===== config.mk =====
export PLATFORM = sky130hd
export DESIGN_NAME = commitStage_flat
export DESIGN_NICKNAME = d
export VERILOG_FILES = /design/src/source/commitPkg.sv /design/src/source/commitIfs.sv /design/src/source/commitStage.sv /design/src/flat_wrapper.sv
export SDC_FILE = /design/constraint.sdc
export NUM_CORES = 1
export LEC_CHECK = 0
export BUFFER_PORTS_ARGS = -buffer_cell sky130_fd_sc_hd__buf_2
export CORE_MARGIN = 2
export CORE_UTILIZATION = 30
export CTS_CLUSTER_DIAMETER = 40
export DETAILED_ROUTE_END_ITERATION = 10
export GPL_ROUTABILITY_DRIVEN = 0
export MAX_ROUTING_LAYER = met4
export PLACE_DENSITY = 0.7
export SLEW_MARGIN = 20
export SYNTH_ARGS = -nofsm -noshare
export SYNTH_HDL_FRONTEND = slang
export SYNTH_SLANG_ARGS = --single-unit
export TNS_END_PERCENT = 100

===== constraint.sdc =====
create_clock -name clk_i -period 2.49 [get_ports clk_i]
set_input_delay 0.1245 -clock clk_i [delete_from_list [all_inputs] [get_ports clk_i]]
set_output_delay 0.1245 -clock clk_i [all_outputs]
set_load 0.01 [all_outputs]

===== src/source/commitPkg.sv =====
package commitPkg;

  // machine word and register file shape
  localparam int dataWidth = 64;
  localparam int regCount = 32;
  localparam int regAddrWidth = $clog2(regCount);
  localparam int cmdWidth = 3;

  // flag word holds N, Z, V and C, carry sits in bit 3
  localparam int flagWidth = 4;
  localparam int flagN = 0;
  localparam int flagZ = 1;
  localparam int flagV = 2;

  // command codes, bit 0 of a conditional branch is its predicted direction
  localparam logic [cmdWidth-1:0] cmdAlu = 3'd0;
  localparam logic [cmdWidth-1:0] cmdStore = 3'd1;
  localparam logic [cmdWidth-1:0] cmdBcondNot = 3'd2;
  localparam logic [cmdWidth-1:0] cmdBcondTaken = 3'd3;
  localparam logic [cmdWidth-1:0] cmdCbzNot = 3'd4;
  localparam logic [cmdWidth-1:0] cmdCbzTaken = 3'd5;
  localparam logic [cmdWidth-1:0] cmdBr = 3'd6;
  localparam logic [cmdWidth-1:0] cmdBl = 3'd7;

  // branch condition codes, anything else decodes as LE
  localparam logic [regAddrWidth-1:0] condEq = 5'b00000;
  localparam logic [regAddrWidth-1:0] condNe = 5'b00001;
  localparam logic [regAddrWidth-1:0] condGe = 5'b01010;
  localparam logic [regAddrWidth-1:0] condLt = 5'b01011;
  localparam logic [regAddrWidth-1:0] condGt = 5'b01100;

  // destination field of an entry
  // register writers and CBZ/BR read it as an index, B.cond as a condition
  typedef union packed {
    logic [regAddrWidth-1:0] regIdx;
    logic [regAddrWidth-1:0] cond;
  } robDest_u;

  // only ALU ops and BL leave a result in the register file
  function automatic logic writesReg(input logic [cmdWidth-1:0] cmd);
    return (cmd == cmdAlu) || (cmd == cmdBl);
  endfunction

endpackage


===== src/source/commitIfs.sv =====
`timescale 1ns/1ps

interface robCommitIf #(
  parameter int robSize = 32
);
  localparam int tagWidth = $clog2(robSize);

  logic headValid;
  logic [tagWidth-1:0] headTag;
  logic [commitPkg::cmdWidth-1:0] headCmd;
  commitPkg::robDest_u headDest;
  logic headFlagValid;
  logic [commitPkg::flagWidth-1:0] headFlags;
  logic [commitPkg::dataWidth-1:0] headData;
  logic retire;
  logic flushDone;
  // high from flush request until the ack drops again
  logic flushBusy;

  modport rob (
    output headValid, headTag, headCmd, headDest, headFlagValid, headFlags, headData,
    input retire, flushDone, flushBusy
  );
  modport commit (
    input headValid, headTag, headCmd, headDest, headFlagValid, headFlags, headData,
    output retire, flushDone, flushBusy
  );
endinterface

interface mapCommitIf #(
  parameter int robSize = 32
);
  localparam int tagWidth = $clog2(robSize);

  logic [commitPkg::regAddrWidth-1:0] readReg;
  logic [tagWidth-1:0] readTag;
  logic readPending;
  logic releaseEn;
  logic [tagWidth-1:0] releaseTag;
  logic flushAll;

  modport map (input readReg, releaseEn, releaseTag, flushAll, output readTag, readPending);
  modport commit (output readReg, releaseEn, releaseTag, flushAll, input readTag, readPending);
endinterface

interface regPortIf;
  logic writeEn;
  logic [commitPkg::regAddrWidth-1:0] writeAddr;
  logic [commitPkg::dataWidth-1:0] writeData;
  logic [commitPkg::regAddrWidth-1:0] readAddr;
  logic [commitPkg::dataWidth-1:0] readData;

  modport rf (input writeEn, writeAddr, writeData, readAddr, output readData);
  modport commit (output writeEn, writeAddr, writeData, readAddr, input readData);
endinterface


===== src/source/commitStage.sv =====
`timescale 1ns/1ps

module commitStage #(
  parameter int robSize = 32,
  localparam int tagWidth = $clog2(robSize)
) (
  input  logic                                clk_i,
  input  logic                                arstN_i,
  robCommitIf.commit                          rob,
  mapCommitIf.commit                          map,
  regPortIf.commit                            rf,
  output logic                                flagEn_o,
  output logic [commitPkg::flagWidth-1:0]     flags_o,
  output logic [commitPkg::regAddrWidth-1:0]  cond_o,
  input  logic                                taken_i,
  output logic                                commitValid_o,
  output logic [commitPkg::cmdWidth-1:0]      commitCmd_o,
  output logic                                flushReq_o,
  output logic [commitPkg::dataWidth-1:0]     restorePoint_o,
  input  logic                                flushAck_i
);

  // flush handshake states
  localparam logic [1:0] stIdle = 2'd0;
  localparam logic [1:0] stRequest = 2'd1;
  localparam logic [1:0] stAckLow = 2'd2;

  logic [1:0] state;
  logic [tagWidth-1:0] headTag;
  logic mispredict;
  logic [commitPkg::dataWidth-1:0] restoreNext;
  logic retire;
  logic regWrite;
  logic flushDone;

  assign headTag = rob.headTag;

  // CBZ and BR test the register named by the destination field
  assign rf.readAddr = rob.headDest.regIdx;
  assign map.readReg = rob.headDest.regIdx;
  assign cond_o = rob.headDest.cond;

  always_comb begin
    mispredict = 1'b0;
    restoreNext = rob.headData;
    case (rob.headCmd)
      commitPkg::cmdBcondNot, commitPkg::cmdBcondTaken: begin
        mispredict = (taken_i != rob.headCmd[0]);
      end
      commitPkg::cmdCbzNot: mispredict = (rf.readData == '0);
      commitPkg::cmdCbzTaken: mispredict = (rf.readData != '0);
      commitPkg::cmdBr: begin
        // indirect target comes from the register
        mispredict = (rf.readData != rob.headData);
        restoreNext = rf.readData;
      end
      default: mispredict = 1'b0;
    endcase
  end

  assign retire = rob.headValid && (state == stIdle) && !mispredict;
  assign regWrite = retire && commitPkg::writesReg(rob.headCmd);

  assign rob.retire = retire;
  assign commitValid_o = retire;
  assign commitCmd_o = rob.headCmd;

  assign rf.writeEn = regWrite;
  assign rf.writeAddr = rob.headDest.regIdx;
  assign rf.writeData = rob.headData;

  // release only while the map still names this entry as the producer
  assign map.releaseEn = regWrite && map.readPending && (map.readTag == headTag);
  assign map.releaseTag = headTag;

  assign flagEn_o = retire && rob.headFlagValid;
  assign flags_o = rob.headFlags;

  assign flushDone = (state == stRequest) && flushAck_i;
  assign rob.flushDone = flushDone;
  assign map.flushAll = flushDone;
  assign rob.flushBusy = (state != stIdle);
  assign flushReq_o = (state == stRequest);

  always_ff @(posedge clk_i or negedge arstN_i) begin
    if (!arstN_i) begin
      state <= stIdle;
    end else begin
      case (state)
        stIdle: if (rob.headValid && mispredict) state <= stRequest;
        stRequest: if (flushAck_i) state <= stAckLow;
        stAckLow: if (!flushAck_i) state <= stIdle;
        default: state <= stIdle;
      endcase
    end
  end

  // captured with the request and held until the ack
  always_ff @(posedge clk_i) begin
    if ((state == stIdle) && rob.headValid && mispredict) begin
      restorePoint_o <= restoreNext;
    end
  end

  reqHeldUntilAck: assert property (@(posedge clk_i) disable iff (!arstN_i)
    $fell(flushReq_o) |-> $past(flushAck_i));

endmodule


===== src/flat_wrapper.sv =====
// flat-port wrapper written by rule: the top's interface ports become plain ports
module commitStage_flat 
#(
  parameter int robSize = 32,
  localparam int tagWidth = $clog2(robSize)
)
  (clk_i, arstN_i, flagEn_o, flags_o, cond_o, taken_i, commitValid_o, commitCmd_o, flushReq_o, restorePoint_o, flushAck_i, rob_headValid, rob_headTag, rob_headCmd, rob_headDest, rob_headFlagValid, rob_headFlags, rob_headData, rob_retire, rob_flushDone, rob_flushBusy, map_readReg, map_releaseEn, map_releaseTag, map_flushAll, map_readTag, map_readPending, rf_writeEn, rf_writeAddr, rf_writeData, rf_readAddr, rf_readData);
  robCommitIf #(.robSize(robSize)) rob_i ();
  mapCommitIf #(.robSize(robSize)) map_i ();
  regPortIf rf_i ();
  input  logic clk_i;
  input  logic arstN_i;
  output logic flagEn_o;
  output logic [commitPkg::flagWidth-1:0] flags_o;
  output logic [commitPkg::regAddrWidth-1:0] cond_o;
  input  logic taken_i;
  output logic commitValid_o;
  output logic [commitPkg::cmdWidth-1:0] commitCmd_o;
  output logic flushReq_o;
  output logic [commitPkg::dataWidth-1:0] restorePoint_o;
  input  logic flushAck_i;
  input wire logic [$bits(rob_i.headValid)-1:0] rob_headValid;
  input wire logic [$bits(rob_i.headTag)-1:0] rob_headTag;
  input wire logic [$bits(rob_i.headCmd)-1:0] rob_headCmd;
  input wire logic [$bits(rob_i.headDest)-1:0] rob_headDest;
  input wire logic [$bits(rob_i.headFlagValid)-1:0] rob_headFlagValid;
  input wire logic [$bits(rob_i.headFlags)-1:0] rob_headFlags;
  input wire logic [$bits(rob_i.headData)-1:0] rob_headData;
  output wire logic [$bits(rob_i.retire)-1:0] rob_retire;
  output wire logic [$bits(rob_i.flushDone)-1:0] rob_flushDone;
  output wire logic [$bits(rob_i.flushBusy)-1:0] rob_flushBusy;
  output wire logic [$bits(map_i.readReg)-1:0] map_readReg;
  output wire logic [$bits(map_i.releaseEn)-1:0] map_releaseEn;
  output wire logic [$bits(map_i.releaseTag)-1:0] map_releaseTag;
  output wire logic [$bits(map_i.flushAll)-1:0] map_flushAll;
  input wire logic [$bits(map_i.readTag)-1:0] map_readTag;
  input wire logic [$bits(map_i.readPending)-1:0] map_readPending;
  output wire logic [$bits(rf_i.writeEn)-1:0] rf_writeEn;
  output wire logic [$bits(rf_i.writeAddr)-1:0] rf_writeAddr;
  output wire logic [$bits(rf_i.writeData)-1:0] rf_writeData;
  output wire logic [$bits(rf_i.readAddr)-1:0] rf_readAddr;
  input wire logic [$bits(rf_i.readData)-1:0] rf_readData;
  assign rob_i.headValid = rob_headValid;
  assign rob_i.headTag = rob_headTag;
  assign rob_i.headCmd = rob_headCmd;
  assign rob_i.headDest = rob_headDest;
  assign rob_i.headFlagValid = rob_headFlagValid;
  assign rob_i.headFlags = rob_headFlags;
  assign rob_i.headData = rob_headData;
  assign rob_retire = rob_i.retire;
  assign rob_flushDone = rob_i.flushDone;
  assign rob_flushBusy = rob_i.flushBusy;
  assign map_readReg = map_i.readReg;
  assign map_releaseEn = map_i.releaseEn;
  assign map_releaseTag = map_i.releaseTag;
  assign map_flushAll = map_i.flushAll;
  assign map_i.readTag = map_readTag;
  assign map_i.readPending = map_readPending;
  assign rf_writeEn = rf_i.writeEn;
  assign rf_writeAddr = rf_i.writeAddr;
  assign rf_writeData = rf_i.writeData;
  assign rf_readAddr = rf_i.readAddr;
  assign rf_i.readData = rf_readData;
  commitStage #(.robSize(robSize)) u_core (.clk_i(clk_i), .arstN_i(arstN_i), .rob(rob_i), .map(map_i), .rf(rf_i), .flagEn_o(flagEn_o), .flags_o(flags_o), .cond_o(cond_o), .taken_i(taken_i), .commitValid_o(commitValid_o), .commitCmd_o(commitCmd_o), .flushReq_o(flushReq_o), .restorePoint_o(restorePoint_o), .flushAck_i(flushAck_i));
endmodule

==> impl_results.rst <==
.. list-table::
   :header-rows: 1

   * - Metric
     - Value
   * - Number of max-cap violations
     - 0
   * - Starting Density
     - 30.8%
   * - Post-synthesis average cell area
     - 12.1 sq um
   * - Count of cell types in the netlist
     - 29
   * - Global Route Usage Sum
     - 18.8%
   * - Number of instances in the synthesized netlist
     - 372
   * - Core Region
     - 14600 sq um
   * - Worst-path clk slew
     - 0.06 ns
   * - Number of fillers in the final layout
     - 1467
   * - Leakage power of the design
     - 2.65 nW
   * - Length of the first detailed-routing pass in iterations
     - 5
   * - Area of the mapped netlist
     - 4520 sq um
   * - Upper clock frequency limit
     - 444 MHz
   * - Number of remaining DRC errors
     - 0
   * - Topmost layer with routed signal wires
     - met4
   * - Worst-margin pin slew
     - 0.628 ns
   * - Worst Skew
     - 0.00715 ns
   * - Port Buf Inserts
     - 292
   * - Yosys synthesis warning count
     - 0
   * - Outcome
     - finished, final reports clean
   * - RSZ-0062 raised after global routing
     - no
   * - Worst slew margin relative to its limit
     - 58.2%
   * - Num rows
     - 44
   * - Power density of the placed cells
     - 566 nW/um^2
   * - Worst reg2reg startpoint
     - u_core.state[1]$_DFFE_PN0P_
   * - Most used cells in the layout excluding fill and tap cells
     - sky130_fd_sc_hd__buf_2, sky130_fd_sc_hd__xor2_1, sky130_fd_sc_hd__mux2_2, sky130_fd_sc_hd__edfxtp_1, sky130_fd_sc_hd__nor4_1
   * - Maximum ir drop on the vdd rail
     - 250 uV
   * - Startpoint of the worst setup timing path
     - rf_readData[43]
   * - H-tree depth
     - 3
   * - Count of final setup violators
     - 0
   * - Total die area
     - 16100 sq um
   * - Antenna violations before repair
     - 0
   * - Synthesized flop and latch total
     - 66
   * - Endpoint class of the critical path
     - primary output
   * - Top-area cell type share of the netlist area
     - 42.5%
   * - Fin nets
     - 741
   * - Number of enable-type register cells in the synthesized netlist
     - 64
   * - Area Growth Syn to Fin
     - 30.9%
   * - Die H
     - 127 um
   * - Period utilisation layout
     - 90.5%
   * - Post-CTS Setup Inserts
     - 0
   * - Share of post-route cells with drive strength above 1
     - 66.4%
   * - Clock buffer count from CTS
     - 9
   * - Fin. Hold Viols
     - 0
   * - WS Path Type
     - input port to primary output
   * - Seq pwr share
     - 39.3%
   * - Clock latency on the worst-skew pair
     - 0.33 ns
   * - Worst Hold End
     - u_core.state[1]$_DFFE_PN0P_
   * - Met3 Wirelength
     - 919 um
   * - Biggest area consumer among synthesized cells
     - sky130_fd_sc_hd__edfxtp_1
   * - Global-route wire length before repair
     - 21300 um
   * - Wire length per cell after detailed routing
     - 19.3 um
   * - Via density per instance
     - 4.66
   * - Half-perimeter wire length after placement
     - 12400 um
   * - Number of pins exceeding their max-slew limit in the final report
     - 0
   * - Largest buffer count on any clock path
     - 2
   * - Post-synth net total
     - 529
   * - Slack of the worst reg-to-reg path
     - 0.95 ns
   * - TritonCTS clock tree
     - built
   * - Total overflow reported by the global router
     - 0
   * - Minimum period implied by the final worst setup slack
     - 2.25 ns
   * - Wl on met1
     - 6030 um
   * - Final Routed Wirelength
     - 14900 um
   * - Vias post-DR
     - 3605
   * - Launch point of the worst hold path
     - flushAck_i
   * - Leading cell type in the layout, fill and taps excluded
     - sky130_fd_sc_hd__buf_2
   * - Type of the tightest min-delay check
     - input port to register
   * - Ys flop type
     - sky130_fd_sc_hd__edfxtp_1
   * - Endpoint of the lowest-slack register-to-register path
     - u_core.restorePoint_o[60]$_DFFE_PP_
   * - Total I/O pin count
     - 326
   * - Internal power contribution
     - 2.46 mW
   * - Post-synthesis async set-or-reset flop share
     - 3.03%
   * - Share of total power in the clock network
     - 38.6%
   * - Data arrival time at the worst-slack endpoint
     - 2.13 ns
   * - Required time worst endpoint
     - 2.37 ns
   * - CTS Root Cell
     - sky130_fd_sc_hd__clkbuf_16
   * - Depth of the worst register-to-register path
     - 4
   * - Leading cell types by total area after synthesis
     - sky130_fd_sc_hd__edfxtp_1, sky130_fd_sc_hd__buf_4, sky130_fd_sc_hd__mux2_2, sky130_fd_sc_hd__xor2_1, sky130_fd_sc_hd__nor4_1
   * - Sequential cell area in the final layout
     - 1970 sq um
   * - Number of instances on the worst hold path
     - 2
   * - Worst hold slack after final layout
     - 0.0419 ns
   * - Seq/Total Area, Yosys
     - 43.7%
   * - Vias in the first global route
     - 3664
   * - ANT cells
     - 0
   * - Violation count after the first detailed-route iteration
     - 132
   * - Wire length on met2
     - 7590 um
   * - Net switching power figure
     - 0.892 mW
   * - Sum of negative setup slack
     - 0 ns
   * - Area of combinational cells with multiple inputs
     - 1800 sq um
   * - Startpoint types
     - input port
   * - Combinational share of power
     - 22.1%
   * - Largest net degree at the start of global routing
     - 44
   * - Horizontal die dimension
     - 127 um
   * - Residual antenna-violating net count after detailed routing
     - 0
   * - Biggest fanout along the worst timing path
     - 3
   * - Switching power as a share of total power
     - 26.6%
   * - Clk sink count
     - 66
==> state kept, by name (all words and copies together) (netlist names) <==
name                   count
u_core.state               2
u_core.restorePoint_o     64
==> cell usage after synthesis (2+ instances only) <==
library cell                n
sky130_fd_sc_hd__xor2_1    69
sky130_fd_sc_hd__inv_1      2
sky130_fd_sc_hd__nor4_1    34
sky130_fd_sc_hd__nand4_1    8
sky130_fd_sc_hd__buf_4     98
sky130_fd_sc_hd__buf_2      6
sky130_fd_sc_hd__nor2_1     2
sky130_fd_sc_hd__nand3b_1   2
sky130_fd_sc_hd__nor2b_1    3
sky130_fd_sc_hd__mux2_2    64
sky130_fd_sc_hd__xnor2_1    2
sky130_fd_sc_hd__edfxtp_1  64
sky130_fd_sc_hd__dfrtp_1    2
==> timing repair <==
action,CTS,global route
setup endpoints to repair,1,3
hold buffers,1,0
resized for setup,1,3
pin swaps,0,0
endpoints found under the hold margin,2,0
==> cell families after synthesis <==
family,count (synthesis),synth area share (%)
AOI/OAI and AO/OA,6,1.30
xor gates and xnor gates,71,13.8
buffers and inverters,107,17.2
DFF,66,43.7
muxes,64,16.0
and+or+nand+nor,58,8.12
==> cell type report <==
cell class	count	area share [%]
inverters	2	0.127
clock inverters	3	0.656
flip-flops and latches	66	33.3
repair buffers	306	27.2
well taps	184	3.89
clock buffers	13	4.40
multi-input cells	199	30.4
==> critical path: stages <==
cell and delay [ns]:
sky130_fd_sc_hd__buf_2 0.13, sky130_fd_sc_hd__nor4_1 0.46, sky130_fd_sc_hd__buf_4 0.19, sky130_fd_sc_hd__nand4_1 0.11
sky130_fd_sc_hd__nor4_2 0.28, sky130_fd_sc_hd__xnor2_1 0.21, sky130_fd_sc_hd__o21ai_2 0.13, sky130_fd_sc_hd__nor4b_1 0.29
sky130_fd_sc_hd__buf_2 0.20
==> power by group through the flow <==
stage / Sequential, mW / Clock (mW) / Combinational (mW)
after CTS: 1.32 / 1.33 / 0.752
after global placement: 1.34 / 0 / 0.739
final: 1.32 / 1.29 / 0.739
after detailed placement: 1.34 / 0 / 0.745
after floorplan: 1.38 / 0 / 0.398
after global routing: 1.32 / 1.39 / 0.800
==> stage by stage <==
stage | utilization, % | power (mW) | area (sq um) | setup slack [ns] | instances
2_1_floorplan | - | 1.77 | 4520 | 0.0146 | 372
3_3_place_gp | 38.1 | 2.08 | 5580 | -0.0786 | 756
3_5_place_dp | 38.1 | 2.09 | 5580 | -0.0890 | 756
4_1_cts | 40.3 | 3.40 | 5900 | 0.0958 | 773
5_1_grt | 40.4 | 3.51 | 5910 | 0.0503 | 773
6_report | 40.4 | 3.35 | 5910 | 0.237 | 773
==> how the worst max path moves through the flow <==
stage	end	depth (start not counted)
3_5_place_dp	u_core.restorePoint_o[38]$_DFFE_PP_	9
5_1_grt	flagEn_o	9
2_1_floorplan	u_core.restorePoint_o[0]$_DFFE_PP_	6
6_report	flagEn_o	9
3_3_place_gp	u_core.restorePoint_o[38]$_DFFE_PP_	9
4_1_cts	flagEn_o	9
==> metal layers <==
layer,track usage [%],up-vias
met3,3.88,23
met2,32.7,185
met1,21.1,1708
li1,-,1689
met5,-,-
met4,7.69,0
Power figures use the tool's default switching activity.
